## src/rtl/octaPkg.sv

```systemverilog
package octaPkg;

  typedef logic [7:0]  wordT;     // Register and ALU data
  typedef logic [15:0] instrT;
  typedef logic [2:0]  regIdxT;
  typedef logic [3:0]  pcT;       // Also the instruction address
  typedef logic [2:0]  opcodeT;   // Instruction bits 2:0
  typedef logic [2:0]  funcT;     // Instruction bits 5:3
  typedef logic [2:0]  aluOpT;
  typedef logic [2:0]  brCondT;   // Same encoding as the B-type func

  typedef enum logic {
    loadIdle,
    loadAcked
  } loadStateT;

  // Major opcodes; L, S and U formats are not implemented
  localparam opcodeT opcReg    = 3'b000;
  localparam opcodeT opcImm    = 3'b001;
  localparam opcodeT opcBranch = 3'b100;
  localparam opcodeT opcJump   = 3'b101;

  localparam aluOpT aluAdd   = 3'b000;  // Add, or subtract with invert
  localparam aluOpT aluLogic = 3'b001;  // NAND, or NOR with invert
  localparam aluOpT aluSltu  = 3'b010;
  localparam aluOpT aluShift = 3'b011;  // SLL, or SRL with invert
  localparam aluOpT aluSra   = 3'b100;

  localparam funcT fnAdd  = 3'b000;
  localparam funcT fnSub  = 3'b001;
  localparam funcT fnNand = 3'b010;
  localparam funcT fnNor  = 3'b011;
  localparam funcT fnSltu = 3'b100;
  localparam funcT fnSll  = 3'b101;
  localparam funcT fnSrl  = 3'b110;
  localparam funcT fnSra  = 3'b111;

  localparam brCondT brEq  = 3'b000;
  localparam brCondT brNe  = 3'b001;
  localparam brCondT brLt  = 3'b010;
  localparam brCondT brLtu = 3'b011;
  localparam brCondT brGe  = 3'b100;
  localparam brCondT brGeu = 3'b101;

  localparam funcT jalFunc = 3'b000;  // Only valid func under opcJump

endpackage

```

## src/rtl/decodeIf.sv

```systemverilog
interface decodeIf;
  octaPkg::aluOpT  aluOp;
  logic            aluInvert;  // Selects the second variant of each ALU class
  logic            srcPc;      // Operand A is pc
  logic            srcImm;     // Operand B is the immediate
  octaPkg::wordT   imm;
  octaPkg::regIdxT rd;
  logic            regWrite;   // Already qualified by rd != 0
  logic            linkPc;     // Write pc+1 instead of the ALU result
  logic            isBranch;
  logic            isJump;
  octaPkg::brCondT brCond;

  modport dec (
    output aluOp, aluInvert, srcPc, srcImm, imm, rd,
    output regWrite, linkPc, isBranch, isJump, brCond
  );

  modport exe (
    input aluOp, aluInvert, srcPc, srcImm, imm, isBranch, isJump, brCond
  );

  modport com (input rd, regWrite, linkPc);

endinterface

```

## src/rtl/regReadIf.sv

```systemverilog
interface regReadIf;
  octaPkg::regIdxT rs1;
  octaPkg::regIdxT rs2;
  octaPkg::wordT   r1;
  octaPkg::wordT   r2;

  // Decode supplies the addresses
  modport dec (output rs1, rs2);

  // Register file answers combinationally
  modport regs (input rs1, rs2, output r1, r2);

  modport exe (input r1, r2);

endinterface

```

## src/rtl/instrStore.sv

```systemverilog
module instrStore #(
  parameter int progDepth = 16
) (
  input  logic           clk,
  input  logic           rst,
  input  logic           run,
  input  logic           loadReq,
  input  octaPkg::pcT    loadAddr,
  input  octaPkg::instrT loadData,
  input  octaPkg::pcT    fetchAddr,
  output logic           loadAck,
  output octaPkg::instrT instr
);

  octaPkg::instrT     mem [progDepth];
  octaPkg::loadStateT state;
  logic               accept;
  logic               inRange;

  // New request taken only while the core is stopped
  assign accept  = (state == octaPkg::loadIdle) && loadReq && !run;
  assign inRange = (int'(loadAddr) < progDepth);

  always_ff @(posedge clk or posedge rst) begin
    if (rst) begin
      state <= octaPkg::loadIdle;
    end else begin
      case (state)
        octaPkg::loadIdle: begin
          if (accept) state <= octaPkg::loadAcked;
        end
        octaPkg::loadAcked: begin
          if (!loadReq) state <= octaPkg::loadIdle;  // Phase 4 of the handshake
        end
      endcase
    end
  end

  assign loadAck = (state == octaPkg::loadAcked);

  // Out-of-range words are acked but dropped
  always_ff @(posedge clk) begin
    if (accept && inRange) begin
      mem[loadAddr] <= loadData;
    end
  end

  // Zero word is ADD r0,r0,r0 and does nothing
  assign instr = (int'(fetchAddr) < progDepth) ? mem[fetchAddr] : '0;

endmodule

```

## src/rtl/instrDecode.sv

```systemverilog
module instrDecode (
  input  octaPkg::instrT instr,
  decodeIf.dec           ctl,
  regReadIf.dec          rd
);

  octaPkg::opcodeT opcode;
  octaPkg::funcT   func;
  logic            rdNonZero;

  assign opcode    = instr[2:0];
  assign func      = instr[5:3];
  assign rdNonZero = (instr[8:6] != '0);

  assign ctl.rd     = instr[8:6];
  assign rd.rs1     = instr[11:9];
  assign rd.rs2     = instr[14:12];
  assign ctl.brCond = func;

  // Immediate layout depends on the format
  always_comb begin
    case (opcode)
      octaPkg::opcImm:    ctl.imm = {{5{instr[15]}}, instr[14:12]};
      octaPkg::opcBranch: ctl.imm = {{5{instr[15]}}, instr[8:6]};
      octaPkg::opcJump:   ctl.imm = {1'b0, instr[15:9]};  // Zero-extended
      default:            ctl.imm = '0;
    endcase
  end

  always_comb begin
    ctl.aluOp     = octaPkg::aluAdd;
    ctl.aluInvert = 1'b0;
    ctl.srcPc     = 1'b0;
    ctl.srcImm    = 1'b0;
    ctl.regWrite  = 1'b0;
    ctl.linkPc    = 1'b0;
    ctl.isBranch  = 1'b0;
    ctl.isJump    = 1'b0;
    case (opcode)
      octaPkg::opcReg, octaPkg::opcImm: begin
        ctl.srcImm   = (opcode == octaPkg::opcImm);
        ctl.regWrite = rdNonZero;
        case (func)
          octaPkg::fnSub: begin
            ctl.aluInvert = (opcode == octaPkg::opcReg);  // I-type 001 stays ADDI
          end
          octaPkg::fnNand: ctl.aluOp = octaPkg::aluLogic;
          octaPkg::fnNor: begin
            ctl.aluOp     = octaPkg::aluLogic;
            ctl.aluInvert = 1'b1;
          end
          octaPkg::fnSltu: ctl.aluOp = octaPkg::aluSltu;
          octaPkg::fnSll:  ctl.aluOp = octaPkg::aluShift;
          octaPkg::fnSrl: begin
            ctl.aluOp     = octaPkg::aluShift;
            ctl.aluInvert = 1'b1;
          end
          octaPkg::fnSra:  ctl.aluOp = octaPkg::aluSra;
          default:         ctl.aluOp = octaPkg::aluAdd;  // fnAdd
        endcase
      end
      octaPkg::opcBranch: begin
        ctl.srcPc    = 1'b1;  // Target is pc + imm
        ctl.srcImm   = 1'b1;
        ctl.isBranch = (func <= octaPkg::brGeu);  // Funcs 6 and 7 undefined
      end
      octaPkg::opcJump: begin
        if (func == octaPkg::jalFunc) begin
          ctl.srcPc    = 1'b1;
          ctl.srcImm   = 1'b1;
          ctl.linkPc   = 1'b1;
          ctl.regWrite = rdNonZero;
          ctl.isJump   = 1'b1;
        end
      end
      default: ;  // Unknown opcode is a no-op
    endcase
  end

endmodule

```

## src/rtl/execUnit.sv

```systemverilog
module execUnit (
  input  octaPkg::pcT   pc,
  decodeIf.exe          ctl,
  regReadIf.exe         ops,
  output octaPkg::wordT aluResult,
  output logic          redirect
);

  octaPkg::wordT opA;
  octaPkg::wordT opB;
  octaPkg::wordT addB;
  octaPkg::wordT sum;
  logic [2:0]    shamt;
  logic [8:0]    diff;
  logic          isEq;
  logic          isLt;
  logic          isLtu;
  logic          condTrue;

  assign opA   = ctl.srcPc ? octaPkg::wordT'(pc) : ops.r1;
  assign opB   = ctl.srcImm ? ctl.imm : ops.r2;
  assign shamt = opB[2:0];

  // Invert plus carry-in gives two's-complement subtract
  assign addB = ctl.aluInvert ? ~opB : opB;
  assign sum  = opA + addB + octaPkg::wordT'(ctl.aluInvert);

  always_comb begin
    case (ctl.aluOp)
      octaPkg::aluAdd:   aluResult = sum;
      octaPkg::aluLogic: aluResult = ctl.aluInvert ? ~(opA | opB) : ~(opA & opB);
      octaPkg::aluSltu:  aluResult = (opA < opB) ? octaPkg::wordT'(1) : '0;
      octaPkg::aluShift: aluResult = ctl.aluInvert ? (opA >> shamt) : (opA << shamt);
      octaPkg::aluSra:   aluResult = octaPkg::wordT'($signed(opA) >>> shamt);
      default:           aluResult = '0;
    endcase
  end

  // Branch compare always on the registers, ALU busy with the target
  assign diff  = {1'b0, ops.r1} - {1'b0, ops.r2};
  assign isEq  = (diff[7:0] == '0);
  assign isLtu = diff[8];  // Borrow out
  assign isLt  = (ops.r1[7] ^ ops.r2[7]) ? ops.r1[7] : diff[8];

  always_comb begin
    case (ctl.brCond)
      octaPkg::brEq:  condTrue = isEq;
      octaPkg::brNe:  condTrue = !isEq;
      octaPkg::brLt:  condTrue = isLt;
      octaPkg::brLtu: condTrue = isLtu;
      octaPkg::brGe:  condTrue = !isLt;
      octaPkg::brGeu: condTrue = !isLtu;
      default:        condTrue = 1'b0;
    endcase
  end

  assign redirect = ctl.isJump | (ctl.isBranch & condTrue);

endmodule

```

## src/rtl/commitUnit.sv

```systemverilog
module commitUnit (
  input  logic            clk,
  input  logic            rst,
  input  logic            run,
  input  octaPkg::wordT   aluResult,
  input  logic            redirect,
  decodeIf.com            ctl,
  regReadIf.regs          ops,
  output octaPkg::pcT     pc,
  output logic            commitValid,
  output octaPkg::regIdxT commitReg,
  output octaPkg::wordT   commitData
);

  octaPkg::wordT regFile [8];
  octaPkg::pcT   pcInc;
  octaPkg::wordT wbData;

  assign pcInc  = pc + 1'b1;
  assign wbData = ctl.linkPc ? octaPkg::wordT'(pcInc) : aluResult;  // JAL link

  // r0 is hardwired to zero on read
  assign ops.r1 = (ops.rs1 == '0) ? '0 : regFile[ops.rs1];
  assign ops.r2 = (ops.rs2 == '0) ? '0 : regFile[ops.rs2];

  assign commitValid = run & ctl.regWrite;
  assign commitReg   = ctl.rd;
  assign commitData  = wbData;

  always_ff @(posedge clk or posedge rst) begin
    if (rst) begin
      regFile <= '{default: '0};
    end else if (commitValid) begin
      regFile[ctl.rd] <= wbData;
    end
  end

  always_ff @(posedge clk or posedge rst) begin
    if (rst) begin
      pc <= '0;
    end else if (!run) begin
      pc <= '0;  // Restart from word 0 on every run
    end else if (redirect) begin
      pc <= aluResult[3:0];  // Target wraps in the 16-word space
    end else begin
      pc <= pcInc;
    end
  end

endmodule

```

## src/rtl/octaCore.sv

```systemverilog
module octaCore #(
  parameter int progDepth = 16
) (
  input  logic            clk,
  input  logic            rst,
  input  logic            run,
  input  logic            loadReq,
  input  octaPkg::pcT     loadAddr,
  input  octaPkg::instrT  loadData,
  output logic            loadAck,
  output octaPkg::pcT     pc,
  output logic            commitValid,
  output octaPkg::regIdxT commitReg,
  output octaPkg::wordT   commitData
);

  octaPkg::instrT instr;
  octaPkg::wordT  aluResult;
  logic           redirect;

  decodeIf  ctlBus ();
  regReadIf regBus ();

  instrStore #(
    .progDepth(progDepth)
  ) store (
    .clk      (clk),
    .rst      (rst),
    .run      (run),
    .loadReq  (loadReq),
    .loadAddr (loadAddr),
    .loadData (loadData),
    .fetchAddr(pc),
    .loadAck  (loadAck),
    .instr    (instr)
  );

  instrDecode decode (
    .instr(instr),
    .ctl  (ctlBus.dec),
    .rd   (regBus.dec)
  );

  execUnit exec (
    .pc       (pc),
    .ctl      (ctlBus.exe),
    .ops      (regBus.exe),
    .aluResult(aluResult),
    .redirect (redirect)
  );

  commitUnit commit (
    .clk        (clk),
    .rst        (rst),
    .run        (run),
    .aluResult  (aluResult),
    .redirect   (redirect),
    .ctl        (ctlBus.com),
    .ops        (regBus.regs),
    .pc         (pc),
    .commitValid(commitValid),
    .commitReg  (commitReg),
    .commitData (commitData)
  );

endmodule

```

## config.mk

```make
export PLATFORM = sky130hd
export DESIGN_NAME = octaCore
export DESIGN_NICKNAME = d
export VERILOG_FILES = /design/src/rtl/octaPkg.sv /design/src/rtl/decodeIf.sv /design/src/rtl/regReadIf.sv /design/src/rtl/instrStore.sv /design/src/rtl/instrDecode.sv /design/src/rtl/execUnit.sv /design/src/rtl/commitUnit.sv /design/src/rtl/octaCore.sv
export SDC_FILE = /design/constraint.sdc
export NUM_CORES = 1
export LEC_CHECK = 0
export ABC_AREA = 1
export BUFFER_PORTS_ARGS = -buffer_cell sky130_fd_sc_hd__buf_2
export CAP_MARGIN = 20
export CORE_MARGIN = 2
export CORE_UTILIZATION = 40
export DETAILED_ROUTE_END_ITERATION = 10
export GPL_ROUTABILITY_DRIVEN = 0
export PLACE_DENSITY = 0.61
export SLEW_MARGIN = 25
export SYNTH_ARGS = -nofsm -noshare
export SYNTH_HDL_FRONTEND = slang
export SYNTH_SLANG_ARGS = --single-unit
```

## constraint.sdc

```tcl
create_clock -name clk -period 6.1 [get_ports clk]
set_input_delay 0.305 -clock clk [delete_from_list [all_inputs] [get_ports clk]]
set_output_delay 0.305 -clock clk [all_outputs]
set_load 0.01 [all_outputs]
```

==> results of run 1 <==
[cell usage after synthesis (6+ instances only)]
master    number  area [um^2]
nand3_2       20          200
nand2_2       30          188
nand3b_1       7         52.6
nor2_4         7         78.8
ha_1          40          500
o211ai_1      26          195
nand2_1      475         1780
xor2_1        10         87.6
buf_4         14          105
buf_8          7          105
inv_1        135          507
edfxtp_1     256         7690
o21ai_1       24          120
and2_1         6         37.5
o221ai_1       8         70.1
nand2_4        9          101
dfrtp_1       69         1730
nor2_1       156          586
clkbuf_1      16         60.1
buf_2         24          120
inv_2         12         45.0
a21oi_1       43          215
nand3_1      306         1530
buf_6         22          248
o21ai_0       91          455
[layout make-up]
cell class	count	area, um^2	share of cell area, %
Sequential cell	325	9420	48.7
Multi-Input combinational cell	1316	6850	35.4
Clock buffer	43	937	4.85
Tap cell	585	732	3.78
Inverter	154	617	3.19
Timing Repair Buffer	83	591	3.05
Clock inverter	22	189	0.977
Antenna cell	2	5.00	0.0259
[layer usage]
metal	up-vias	track usage, %	share of wire (%)
li1	6459	-	-
met1	6582	30.1	42
met2	557	35.6	46
met3	98	4.57	8.3
met4	4	7.33	3.1
met5	-	0	0.056
[flip-flops by register name (all words and copies together), names as in the netlist]
signal,cells
store.mem,256
commit.regFile,64
commit.pc,4
store.loadAck,1
[path summary, 6_finish.rpt]
path / start / slack [ps] / end / depth (start not counted)
setup / recovery: commit.pc[0]$_DFF_PP0_ / 430 / commitData[0] / 33
hold / removal: run / 100 / commit.pc[1]$_DFF_PP0_ / 3
setup reg to reg: commit.pc[0]$_DFF_PP0_ / 1060 / commit.pc[0]$_DFF_PP0_ / 29
hold reg to reg: commit.regFile[61]$_DFFE_PP0P_ / 390 / commit.regFile[61]$_DFFE_PP0P_ / 0
max in group asynchronous: rst / 5100 / commit.pc[0]$_DFF_PP0_ / 4
min in group asynchronous: rst / 490 / commit.pc[2]$_DFF_PP0_ / 4
[logic make-up (layout without fill, tap and decap cells)]
group,count (synthesis),in the layout
AND/OR/NAND/NOR,1044,1044
flip-flops,325,325
buffers and inverters,243,302
AO/OA/AOI/OAI,215,215
adder cells (fa/ha/maj),42,42
XOR/XNOR,15,15
other,0,2
[worst max-delay path, delay by kind of cell, from the launching register on]
family | cells | cell delay (ps)
AO/OA/AOI/OAI | 4 | 380
adder cells (fa/ha/maj) | 1 | 290
buffers and inverters | 7 | 1110
flip-flops | 1 | 590
AND/OR/NAND/NOR | 21 | 2390
[metrics by stage]
step	cells	utilization, %	instance area [um^2]
5_1_grt	2528	44.9	19300
3_5_place_dp	2453	41.8	18000
6_report	2530	44.9	19300
3_3_place_gp	2453	41.8	18000
4_1_cts	2519	44.5	19200
2_1_floorplan	1884	-	17400
[repair_timing]
action / 4_1_cts / 5_1_grt
resized for setup: 0 / 18
hold buffers: 1 / 1
endpoints found under the hold margin: 1 / 26
setup buffers: 0 / 6
endpoints found under the setup margin: 0 / 6
==> key figures, run 1 <==
Outcome
  – Status: finished clean

Setup path
  – Worst setup EP type: output port
  – Critical Path Fanout Max: 65
  – Critical path data arrival time: 5360 ps
  – Largest stage delay on the critical path: roughly 600 ps
  – Worst Setup Start Kind: flip-flop
  – Kind of critical path: reg2out
  – Slowest-stage cell, CP: dfrtp_4
  – Worst path required time: just under 6000 ps

Synth
  – Synthesized area per cell: 9.26 um^2
  – Xor and xnor area share after synthesis: less than 1%
  – Post-synthesis sequential area ratio: 54.0%
  – Post-synth cell types: 54
  – Post-Syn Instances: ~1,900
  – Post-synthesis adder-cell area fraction: 3.10%
  – Post-synthesis mux area share: 0%
  – Largest family of logic cells by synthesized area: simple AND/OR/NAND/NOR gates
  – Mapped Nets: approximately 2,000
  – Synth Flop Type: edfxtp_1
  – Yosys warns: 0
  – Flops & latches, synth: around 330
  – Post-Syn Area: approximately 17,000 um^2
  – Synth async-reset ratio: about a fifth
  – Post-Synth Simple-Gate Area: around 28%
  – Compound-cell area share of the yosys netlist: under 10%
  – EDFF count, synth: between 200 and 300

Timing
  – Slew at the pin closest to its max-slew limit: around 910 ps
  – Final WS setup: between 400 and 500 ps
  – Fin Clk Skew: around 35 ps
  – Hold_ws: 103 ps
  – Slew HR: 39.0%
  – Hold Fails Final Rpt: 0
  – Setup_tns: 0 ps
  – Final critical-path share of the clock period: roughly 93%
  – RSZ-0062 raised after global routing: no
  – F_max: around 180 MHz
  – Endpoints failing setup: 0
  – Slew Limit Fails: 0
  – Fin crit period: about 5700 ps

Drt
  – Initial DRT Pass Iterations: 6
  – Avg WL per Cell: slightly below 20 um
  – Drt first-iter violations: around 1,400
  – Via Count: 13,700
  – Via density: about 5.4
  – Post-Route WL: approximately 50,000 um
  – DRC viols: 0
  – ANT nets after route: 0

Global routing
  – Largest net degree at the start of global routing: about 150
  – Number of global-route vias before repair: 12,900
  – Antenna violations before repair: 5
  – Tot GR Track Use: around 22%
  – GRT overflow: 0
  – First-pass GRT wire length: between 70,000 and 80,000 um

Cells and area
  – Number of fillers in the final layout: ~4,100
  – Layout cells sized above 1: between 10% and 20%
  – Nets: 1,982
  – Commonest non-fill, non-tap cell in the layout: nand2_1
  – Most frequent cells in the layout: 474 x nand2_1, 306 x nand3_1, 256 x edfxtp_1
  – Area growth syn-to-layout: 10.9%

Floorplan
  – Initial cell density of the core: roughly two fifths
  – # IOs: between 40 and 50
  – Row count: 76
  – Core area: roughly 43,000 um^2
  – DIE AREA: 45,300 um^2
  – Die Y: approximately 210 um
  – Die width: 213 um

Min path
  – Worst hold path type: in2reg

Clocking
  – TritonCTS buffer count: 36
  – Clock transition at path regs: approximately 80 ps
  – H-tree depth: 2
  – Clk sinks: about 330
  – Clock Latency Late Sink: about 570 ps
  – Clock Tree Root: clkbuf_16
  – CTS tree: built
  – CTS Buffer Depth: 3

Placement
  – Post-DP HPWL: approximately 31,000 um
  – I/O Buffers: 40
  – Post-place setup slack: about 710 ps

Flow run
  – Max-cap viol count: 0
Power of run 1 is left out: the tool's default activity adds up to more than one toggle a clock period on the data nets, which glitch-free logic cannot reach.
==> run 2, diff against run 1 <==
--- a/config.mk
+++ b/config.mk
@@ -6,7 +6,7 @@
 export NUM_CORES = 1
 export LEC_CHECK = 0
 export ABC_AREA = 1
-export BUFFER_PORTS_ARGS = -buffer_cell sky130_fd_sc_hd__buf_2
+export BUFFER_PORTS_ARGS = -buffer_cell sky130_fd_sc_hd__buf_4
 export CAP_MARGIN = 20
 export CORE_MARGIN = 2
 export CORE_UTILIZATION = 40
==> run 2 against run 1 <==
Against the previous run:
- setup slack lost 99 ps
- count of clock-buffer cells in the layout grew 3
- critical path depth shrank 3
- sequential cell count is the same
- register-to-register slack lost 380 ps
- via count grew 1.6%
- critical endpoint unchanged
==> key figures, run 2 (synthesized netlist as in run 1, its figures left out) <==
Floorplan
  – Die width: 213 um
  – DIE AREA: about 45,000 um^2
  – # IOs: 41
  – Initial cell density of the core: 40.5%
  – Row count: 76
  – Die Y: between 200 and 250 um
  – Core area: ~43,000 um^2

Timing
  – Slew HR: a little over 50%
  – Final WS setup: 334 ps
  – Fin Clk Skew: approximately 37 ps
  – F_max: ~170 MHz
  – Final critical-path share of the clock period: between 90% and 100%
  – Endpoints failing setup: 0
  – Slew at the pin closest to its max-slew limit: around 740 ps
  – Fin crit period: slightly below 6000 ps
  – Slew Limit Fails: 0
  – Hold Fails Final Rpt: 0

Placement
  – Post-DP HPWL: around 32,000 um
  – I/O Buffers: 40
  – Post-place setup slack: just under 500 ps

Cells and area
  – Number of fillers in the final layout: 4,080
  – FF/Latch Area: around 9400 um^2
  – Area of the multi-input gates: 6860 um^2
  – Most frequent cells in the layout: 474 x nand2_1, 306 x nand3_1, 256 x edfxtp_1
  – Flip-flop count of the largest register after layout: around 260
  – Top reg by flops: store.mem
  – Layout cells sized above 1: 14.3%
  – Area growth syn-to-layout: 12.9%
  – Commonest non-fill, non-tap cell in the layout: nand2_1
  – Nets: around 2,000
  – Largest registers: store.mem (256), commit.regFile (64), commit.pc (4)

Drt
  – Via density: 5.47
  – Post-Route WL: roughly 51,000 um
  – DRC viols: 0
  – Initial DRT Pass Iterations: 6
  – Drt first-iter violations: roughly 1,600
  – Via Count: around 14,000
  – ANT nets after route: 0
  – Avg WL per Cell: a little over 20 um

Setup path
  – Worst R2R Setup Slack: between 600 and 700 ps
  – Worst Setup Start Kind: flip-flop
  – Worst path required time: between 5000 and 6000 ps
  – CP bufs+invs: 7
  – Cell mode on critical path: nor2_1
  – CP top delay family: simple AND/OR/NAND/NOR gates
  – Kind of critical path: reg2out
  – Worst setup EP type: output port
  – Largest stage delay on the critical path: 470 ps
  – Critical Path Fanout Max: 35
  – Critical path data arrival time: 5460 ps
  – Slowest-stage cell, CP: nand3_2

Clocking
  – Clock Latency Late Sink: 560 ps
  – Clock transition at path regs: ~60 ps
  – TritonCTS buffer count: 36
  – CTS tree: built
  – CTS Buffer Depth: 3
  – Clock Tree Root: clkbuf_16
  – Clk sinks: 325
  – H-tree depth: 2

Global routing
  – Number of global-route vias before repair: 13,000
  – GRT overflow: 0
  – Tot GR Track Use: a little under a quarter
  – First-pass GRT wire length: a little under 80,000 um
  – Antenna violations before repair: 1
  – Largest net degree at the start of global routing: 70

Outcome
  – Status: finished clean

Min path
  – Worst hold path type: in2reg

Flow run
  – Max-cap viol count: 0
-- run 2: changes by cell type in the layout (fill, tap and decap cells not counted), moves of 3 or more --
cell / previous run / this run
buf_4: 36 / 86
buf_2: 40 / 1
clkbuf_8: 1 / 5
buf_12: 0 / 3
clkinv_1: 11 / 8
nand2_4: 12 / 9
-- run 2: stage by stage --
stage	instance area [um^2]	cells	hold slack [ps]	TNS, ps	util, %
after floorplan	17400	1884	392	0	-
after global placement	18100	2459	369	0	42.1
after detailed placement	18100	2459	372	0	42.1
after CTS	19500	2530	31.4	0	45.2
after global routing	19700	2543	45.8	-9.14	45.7
final	19700	2544	42.1	0	45.7
-- run 2: final timing paths --
| kind | startpoint | endpoint | depth (start not counted) |
|---|---|---|---|
| setup / recovery | commit.pc[2]$_DFF_PP0_ | commitData[0] | 30 |
| hold / removal | loadData[5] | store.mem[14][5]$_DFFE_PP_ | 1 |
| setup reg to reg | commit.pc[2]$_DFF_PP0_ | commit.pc[3]$_DFF_PP0_ | 26 |
| hold reg to reg | commit.regFile[61]$_DFFE_PP0P_ | commit.regFile[61]$_DFFE_PP0P_ | 0 |
| max in group asynchronous | rst | commit.regFile[12]$_DFFE_PP0P_ | 5 |
| min in group asynchronous | rst | commit.regFile[18]$_DFFE_PP0P_ | 4 |
-- run 2: final cells by class --
| class | count | area share (%) |
|---|---|---|
| Antenna cell | 1 | 0.0127 |
| Clock buffer | 46 | 5.02 |
| Clock inverter | 20 | 1.29 |
| Inverter | 154 | 3.25 |
| Multi-Input combinational cell | 1316 | 34.9 |
| Sequential cell | 325 | 47.8 |
| Tap cell | 585 | 3.72 |
| Timing Repair Buffer | 96 | 3.96 |
| Timing Repair inverter | 1 | 0.0445 |
-- run 2: worst register-to-register path, cell delays in order, from the launching register on --
cell and delay, ps:
dfrtp_1 390, clkinvlp_4 350, buf_4 360, nand3_1 130, nand3_2 470, nand2_8 460
nor2_2 110, nand2_2 190, nand3_1 170, ha_1 270, fa_1 470, o21ai_0 230
nand2_1 100, nand2_1 70, a21o_1 130, a21oi_1 120, or2_2 310, nand2_1 100
nand2_1 60, nand3_1 70, nor2_1 40, nand3_1 60, nand2_1 60, nand2_1 200
inv_1 130, o21bai_1 160, inv_1 60
-- run 2: repair_timing --
item                       4_1_cts  5_1_grt
setup endpoints to repair        1        6
hold endpoints to repair         1       28
gates resized for setup          7       27
gates cloned                     0        1
hold buffers                     1        1
pin swaps                        0        3
setup buffers                    4       10
-- run 2: layer usage --
metal,share of wire (%),global-route usage [%],up-vias,routed length (um)
met3,8.1,4.13,120,4180
met2,46,35.7,611,23400
met1,43,31.3,6700,21900
met5,0,0,-,0
met4,3.6,7.96,0,1840
li1,-,-,6493,-
Power of run 2 is left out for the same reason.
